[src/hw/ecc_flow_pkg.sv]
package ecc_flow_pkg;

  ////////////////////
  // command buffer
  ////////////////////

  // buffer entries, sender starts with this many credits
  localparam int CMD_DEPTH = 4;

  // pointer width, depth is a power of two so pointers wrap by themselves
  localparam int CMD_PTR_W = 2;

  ////////////////////
  // wrapper control
  ////////////////////

  typedef enum logic [1:0] {
    ST_IDLE  = 2'd0,
    ST_PASS1 = 2'd1,
    ST_PASS2 = 2'd2,
    ST_DONE  = 2'd3
  } unit_state_e;

endpackage

[src/hw/ecc_arith_pkg.sv]
package ecc_arith_pkg;

  ////////////////////
  // operand geometry
  ////////////////////

  // magnitude width of every operand and result
  localparam int WORD_W = 256;

  // kogge-stone prefix depth, log2 of WORD_W
  localparam int KSA_LEVELS = 8;

  // input stage + one register per prefix level + sum stage
  localparam int KSA_LATENCY = KSA_LEVELS + 2;

  ////////////////////
  // command opcodes
  ////////////////////

  // requested operation, before the signs are taken into account
  typedef enum logic {
    OP_ADD = 1'b0,
    OP_SUB = 1'b1
  } arith_op_e;

endpackage
[src/hw/cmd_credit_buffer.sv]
`timescale 1ns/100ps

module cmd_credit_buffer (
  input  logic                             clk,
  input  logic                             reset_n,
  // command side
  input  logic                             cmd_valid_i,
  input  ecc_arith_pkg::arith_op_e         cmd_op_i,
  input  logic [ecc_arith_pkg::WORD_W-1:0] cmd_a_i,
  input  logic [ecc_arith_pkg::WORD_W-1:0] cmd_b_i,
  input  logic                             cmd_a_sign_i,
  input  logic                             cmd_b_sign_i,
  // head entry
  input  logic                             pop_i,
  output logic                             head_valid_o,
  output ecc_arith_pkg::arith_op_e         head_op_o,
  output logic [ecc_arith_pkg::WORD_W-1:0] head_a_o,
  output logic [ecc_arith_pkg::WORD_W-1:0] head_b_o,
  output logic                             head_a_sign_o,
  output logic                             head_b_sign_o,
  // credit return
  output logic                             credit_o
);

  import ecc_arith_pkg::*;
  import ecc_flow_pkg::*;

  // entry storage
  arith_op_e         op_mem     [CMD_DEPTH];
  logic [WORD_W-1:0] a_mem      [CMD_DEPTH];
  logic [WORD_W-1:0] b_mem      [CMD_DEPTH];
  logic              a_sign_mem [CMD_DEPTH];
  logic              b_sign_mem [CMD_DEPTH];

  logic [CMD_PTR_W-1:0] wr_ptr_q;
  logic [CMD_PTR_W-1:0] rd_ptr_q;
  // one extra bit to tell full from empty
  logic [CMD_PTR_W:0]   count_q;

  logic do_pop;

  // sender never writes without a credit, so no full check here
  always_ff @(posedge clk) begin
    if (cmd_valid_i) begin
      op_mem[wr_ptr_q]     <= cmd_op_i;
      a_mem[wr_ptr_q]      <= cmd_a_i;
      b_mem[wr_ptr_q]      <= cmd_b_i;
      a_sign_mem[wr_ptr_q] <= cmd_a_sign_i;
      b_sign_mem[wr_ptr_q] <= cmd_b_sign_i;
    end
  end

  assign do_pop = pop_i & head_valid_o;

  // pointers wrap on their own, depth is 2**CMD_PTR_W
  always_ff @(posedge clk or negedge reset_n) begin
    if (!reset_n) begin
      wr_ptr_q <= '0;
      rd_ptr_q <= '0;
      count_q  <= '0;
    end else begin
      if (cmd_valid_i) begin
        wr_ptr_q <= wr_ptr_q + 1'b1;
      end
      if (do_pop) begin
        rd_ptr_q <= rd_ptr_q + 1'b1;
      end
      case ({cmd_valid_i, do_pop})
        2'b10:   count_q <= count_q + 1'b1;
        2'b01:   count_q <= count_q - 1'b1;
        default: count_q <= count_q;
      endcase
    end
  end

  // head is read straight from storage
  assign head_valid_o  = (count_q != '0);
  assign head_op_o     = op_mem[rd_ptr_q];
  assign head_a_o      = a_mem[rd_ptr_q];
  assign head_b_o      = b_mem[rd_ptr_q];
  assign head_a_sign_o = a_sign_mem[rd_ptr_q];
  assign head_b_sign_o = b_sign_mem[rd_ptr_q];

  // freed slot goes back to the sender right away
  assign credit_o = do_pop;

endmodule

[config.mk]
export PLATFORM = sky130hd
export DESIGN_NAME = cmd_credit_buffer
export DESIGN_NICKNAME = d
export VERILOG_FILES = /design/src/hw/ecc_flow_pkg.sv /design/src/hw/ecc_arith_pkg.sv /design/src/hw/cmd_credit_buffer.sv
export SDC_FILE = /design/constraint.sdc
export NUM_CORES = 1
export LEC_CHECK = 0
export ABC_AREA = 0
export CORE_MARGIN = 10
export CORE_UTILIZATION = 30
export CTS_BUF_LIST = sky130_fd_sc_hd__clkbuf_4 sky130_fd_sc_hd__clkbuf_8
export CTS_CLUSTER_SIZE = 8
export DETAILED_ROUTE_END_ITERATION = 16
export DONT_BUFFER_PORTS = 1
export PLACE_DENSITY = 0.46
export SYNTH_ARGS = -nofsm -noshare
export SYNTH_HDL_FRONTEND = slang
export SYNTH_SLANG_ARGS = --single-unit
[constraint.sdc]
create_clock -name clk -period 19.4 [get_ports clk]
set_input_delay 2.91 -clock clk [delete_from_list [all_inputs] [get_ports clk]]
set_output_delay 2.91 -clock clk [all_outputs]
set_load 0.01 [all_outputs]
---- After elaboration in Yosys (flattened, before gate mapping) ----
Memory sizes are Yosys's and may differ from the RTL's.
Cells that the tools add are included.
operators by class
  add/sub/neg operators ................... 4
  equal/unequal tests ..................... 2
  multiplexer cells ....................... 3
  bitwise operators ....................... 1
  reduce and logical (&&, ||, !) cells .... 2
operator list
  kind                   number
  $pmux W3 S2            1
  $add A2 B1 Y2 const B  2
  $add A3 B1 Y3 const B  1
  $reduce_bool A3 Y1     1
  $sub A3 B1 Y3 const B  1
  $eq A2 B1 Y1 const B   1
  $eq A2 B2 Y1 const B   1
  $mux W1                2
  $reduce_bool A2 Y1     1
  $and A1 B1 Y1          1
word-level totals
  bits in registers ....................... 7
  bits in writable memories ............... 2060
  input bits .............................. 519
  output and inout bits ................... 517
  word-level logic and storage cells ...... 20
  memories ................................ 5
memory list
  memory      depth  bits a word  rd ports  clocked after Yosys merged registers in  wr ports  line                     text
  a_mem       4      256          1         0                                        1         cmd_credit_buffer.sv:30  logic [WORD_W-1:0] a_mem [CMD_DEPTH];
  b_mem       4      256          1         0                                        1         cmd_credit_buffer.sv:31  logic [WORD_W-1:0] b_mem [CMD_DEPTH];
  a_sign_mem  4      1            1         0                                        1         cmd_credit_buffer.sv:32  logic a_sign_mem [CMD_DEPTH];
  b_sign_mem  4      1            1         0                                        1         cmd_credit_buffer.sv:33  logic b_sign_mem [CMD_DEPTH];
  op_mem      4      1            1         0                                        1         cmd_credit_buffer.sv:29  arith_op_e op_mem [CMD_DEPTH];

---- Depth between registers and ports, before layout ----
  depth in word-level cells ............... 4
  mapped depth ............................ 7
  gate-level depth less buffers ........... 7

---- Worst setup path after synthesis ----
Ideal clock, no wire load.
  path kind ............................... input to register
  from .................................... input port cmd_valid_i
  to ...................................... memory a_mem[0][0] (enable)
  library setup time ...................... 945 ps
  arrival time ............................ 14468 ps
  data required time ...................... 18455 ps
  path slack .............................. 3987 ps
  stages on the path ...................... 1
  buffers on the path ..................... 0
  cells stage by stage .................... and2_1
on the way
  longest elaborated chain between the ends .. 2
ends and longest elaborated chain
  element                        line                     text
  start, declared                cmd_credit_buffer.sv:7   input logic cmd_valid_i,
  $mux W1                        cmd_credit_buffer.sv:44  if (cmd_valid_i) begin
  $mux W1 (not written as such)  cmd_credit_buffer.sv:46  a_mem[wr_ptr_q] <= cmd_a_i;
  end, declared                  cmd_credit_buffer.sv:30
Every way passes these cells.

---- Worst setup path after layout ----
  from .................................... register rd_ptr_q[0]
  to ...................................... output port head_b_o[189] in the netlist's numbering
on the way
  longest elaborated chain between the ends .. 1
ends and longest elaborated chain
  element                 line                     text
  start, declared         cmd_credit_buffer.sv:36  logic [CMD_PTR_W-1:0] rd_ptr_q;
  start signal, assigned  cmd_credit_buffer.sv:66  rd_ptr_q <= rd_ptr_q + 1'b1;
  $mem_v2 Z4 W256         -
  end, declared           cmd_credit_buffer.sv:18  output logic [ecc_arith_pkg::WORD_W-1:0] head_b_o,
Every way passes these cells.

==> flow_summary.yaml <==
run_status:
  outcome: "finished with violations"
  violations: "max-slew violations"
floorplan:
  start_util: 0.3023
  core_area_um2: 246600
  die_area_um2: 268900
  rows: 182
  pin_count: 1036
  die_w_um: 518.5
  dieHeight_um: 518.5
synth:
  async_flop_share: 0.003387
  yosysMostFrequentCell: "edfxtp_1"
  synth_area_um2: 74560
  synth-edff-count: 2060
  ys_top_cells_by_area: "edfxtp_1, mux4_2, buf_2"
  yosys.area.top_type: "edfxtp_1"
  seq_area_frac_synth: 0.8320
  synth_common_cells: "edfxtp_1, mux4_2, buf_2"
  synth_top_area_share: 0.8297
  syn_inst: 2726
  syn_area_per_cell_um2: 27.35
  ys_seq_elements: 2067
  synth.distinct_cells: 20
  syn_nets: 3251
  synth_ff_type: "edfxtp_1"
  yosysWarnings: 0
power_and_ir_drop:
  p_leak_nw: 26.16
  powerDensity_nw_per_um2: 156.4
  p_total_mw: 13.30
  vdd_drop_max_mv: 0.1178
place:
  dpl.hpwl_um: 134700
  numPortBuffers: 0
  place_congestion: 0.8141
setup_path:
  arrival_ns: 5.29
  start_kind: "flop"
  crit_type: "flop to primary output"
  worstSetupEndpointType: "primary output"
  crit_required_ns: 16.49
  crit_fanout: 39
timing:
  fmax_mhz: 121.9
  setup_violations: 0
  period_share: 0.4229
  finalHoldViolations: 0
  slew_viol_final: 18
  fin_skew_ns: 0.1396
  setup_tns_ns: 0
  relSlewSlack: -0.01032
  rsz0062_at_grt: "no"
  post-route-min-period_ns: 8.204
  worst_pin_slew_ns: 1.515
clock_network:
  cts_buffers: 359
  h-tree-depth: 5
  cts_buffer_depth: 4
  path_clk_slew_ns: 0.06
  cts_tree: "built"
  cts.root.buffer_cell: "clkbuf_8"
  cts.sinks: 2067
  cts_setup_buffers: 0
  clk_latency_ns: 1.07
  ctsResizeCount: 0
  hold_buffers: 0
global_route:
  met3_usage: 0.1035
  grt_start_max_net_pins: 131
  use_met1: 0.1417
  grt_pass1_vias: 33630
  antenna_found_initial: 7
  grt_pass1_wl_um: 276200
  top_usage_layer: "met2"
  grt_use_total: 0.1439
  grtUsageMet2: 0.2406
  overflow: 0
finish:
  syn_to_final_growth_pct: 14.07
  drive_gt1_frac: 0.3352
  finalNetCount: 3550
route:
  antenna_left: 0
  finalWirelength_um: 199500
  vias: 30921
  drtIter0Drc: 2591
  dr.pass1.iters: 5
  drc_errors: 0
  detail_route.wl_per_cell_um: 30.28
  viasPerCell: 4.692
worst_hold_path:
  hold_path.class: "flop to flop"
flow_run:
  cap_violations: 0
-- state kept, by name, summed over array words and instances (netlist names) --
name        flops
b_sign_mem      4
op_mem          4
b_mem        1024
wr_ptr_q        2
count_q         3
a_mem        1024
rd_ptr_q        2
a_sign_mem      4
-- routing by layer --
metal,share of wire,vias up
met3,0.16,350
met4,0.025,2
li1,-,12571
met2,0.50,1438
met5,0.000055,-
met1,0.32,16560
-- power by group --
part / total (mW) / internal (mW) / switching [mW]
registers: 6.05 / 5.85 / 0.198
logic: 3.57 / 1.22 / 2.34
clock network: 3.69 / 2.00 / 1.69
total: 13.3 / 9.07 / 4.23
-- cells by family after synthesis --
logic type               Yosys count  synth area share
multiplexers                     516            0.1557
XOR/XNOR                           6         0.0007048
flip-flops                      2067            0.8320
buffers and inverters            121          0.009733
adder cells (fa/ha/maj)            6          0.001108
AO/OA/AOI/OAI                      2         0.0001845
AND/OR/NAND/NOR                    8         0.0005705
-- cell type report --
cell class / count / area (um^2)
clock buffer: 479 / 5873
sequential: 2067 / 62040
timing repair buffer: 53 / 435.4
multi-input combinational: 538 / 11810
tap: 3312 / 4144
clock inverter: 124 / 699.4
antenna: 11 / 27.53
fill: 22471 / 161600
inverter: 6 / 22.52
-- worst max-delay path, stage by stage (launching register included) --
cell and delay, ns:
dfrtp_4 0.73, buf_4 0.65, buf_4 0.67, buf_4 0.69
buf_4 0.75, mux4_2 0.71
-- path summary, 6_finish.rpt --
kind | start | endpoint | cells past startpoint | slack [ns]
worst min-delay path | count_q[2] | count_q[2] | 1 | 0.52
worst max register to register | wr_ptr_q[0] | b_mem[0][120] | 7 | 14.23
worst min register to register | count_q[2] | count_q[2] | 1 | 0.52
worst max-delay path | rd_ptr_q[0] | head_b_o[189] | 5 | 11.20
max in group asynchronous | reset_n | rd_ptr_q[1] | 0 | 17.64
min in group asynchronous | reset_n | count_q[0] | 0 | 1.67
-- metrics by stage --
step,std cells,setup WS (ns),hold WS [ns],util,instance area (um^2)
2_1_floorplan,2726,3.987,0.4581,-,74560
3_3_place_gp,5976,11.94,0.4942,0.3181,78450
3_5_place_dp,5976,11.83,0.5050,0.3181,78450
4_1_cts,6579,10.70,0.5174,0.3448,85030
5_1_grt,6588,10.45,0.5609,0.3449,85050
6_report,6590,11.20,0.5203,0.3449,85050
-- placed cells by master, fill, tap and decap left out --
cell	netlist	final
fa_1	1	1
inv_8	0	2
nor2_1	1	1
xor2_1	4	4
clkbuf_4	0	115
mux2i_1	1	1
clkinv_4	0	2
bufinv_16	0	4
o31a_1	1	1
clkinv_1	0	82
clkbuf_8	0	364
clkinv_2	0	21
and2_4	0	4
ha_1	5	5
clkinvlp_4	0	8
buf_4	23	50
diode_2	0	11
clkinv_8	0	3
o21ai_0	1	1
dfrtp_1	7	5
dfrtp_4	0	2
mux4_2	515	515
buf_12	0	3
nand2_1	2	2
xnor2_1	2	2
inv_6	0	2
inv_1	6	6
edfxtp_1	2060	2060
or3_1	1	1
Note: power is estimated with default switching activity, not from simulation.
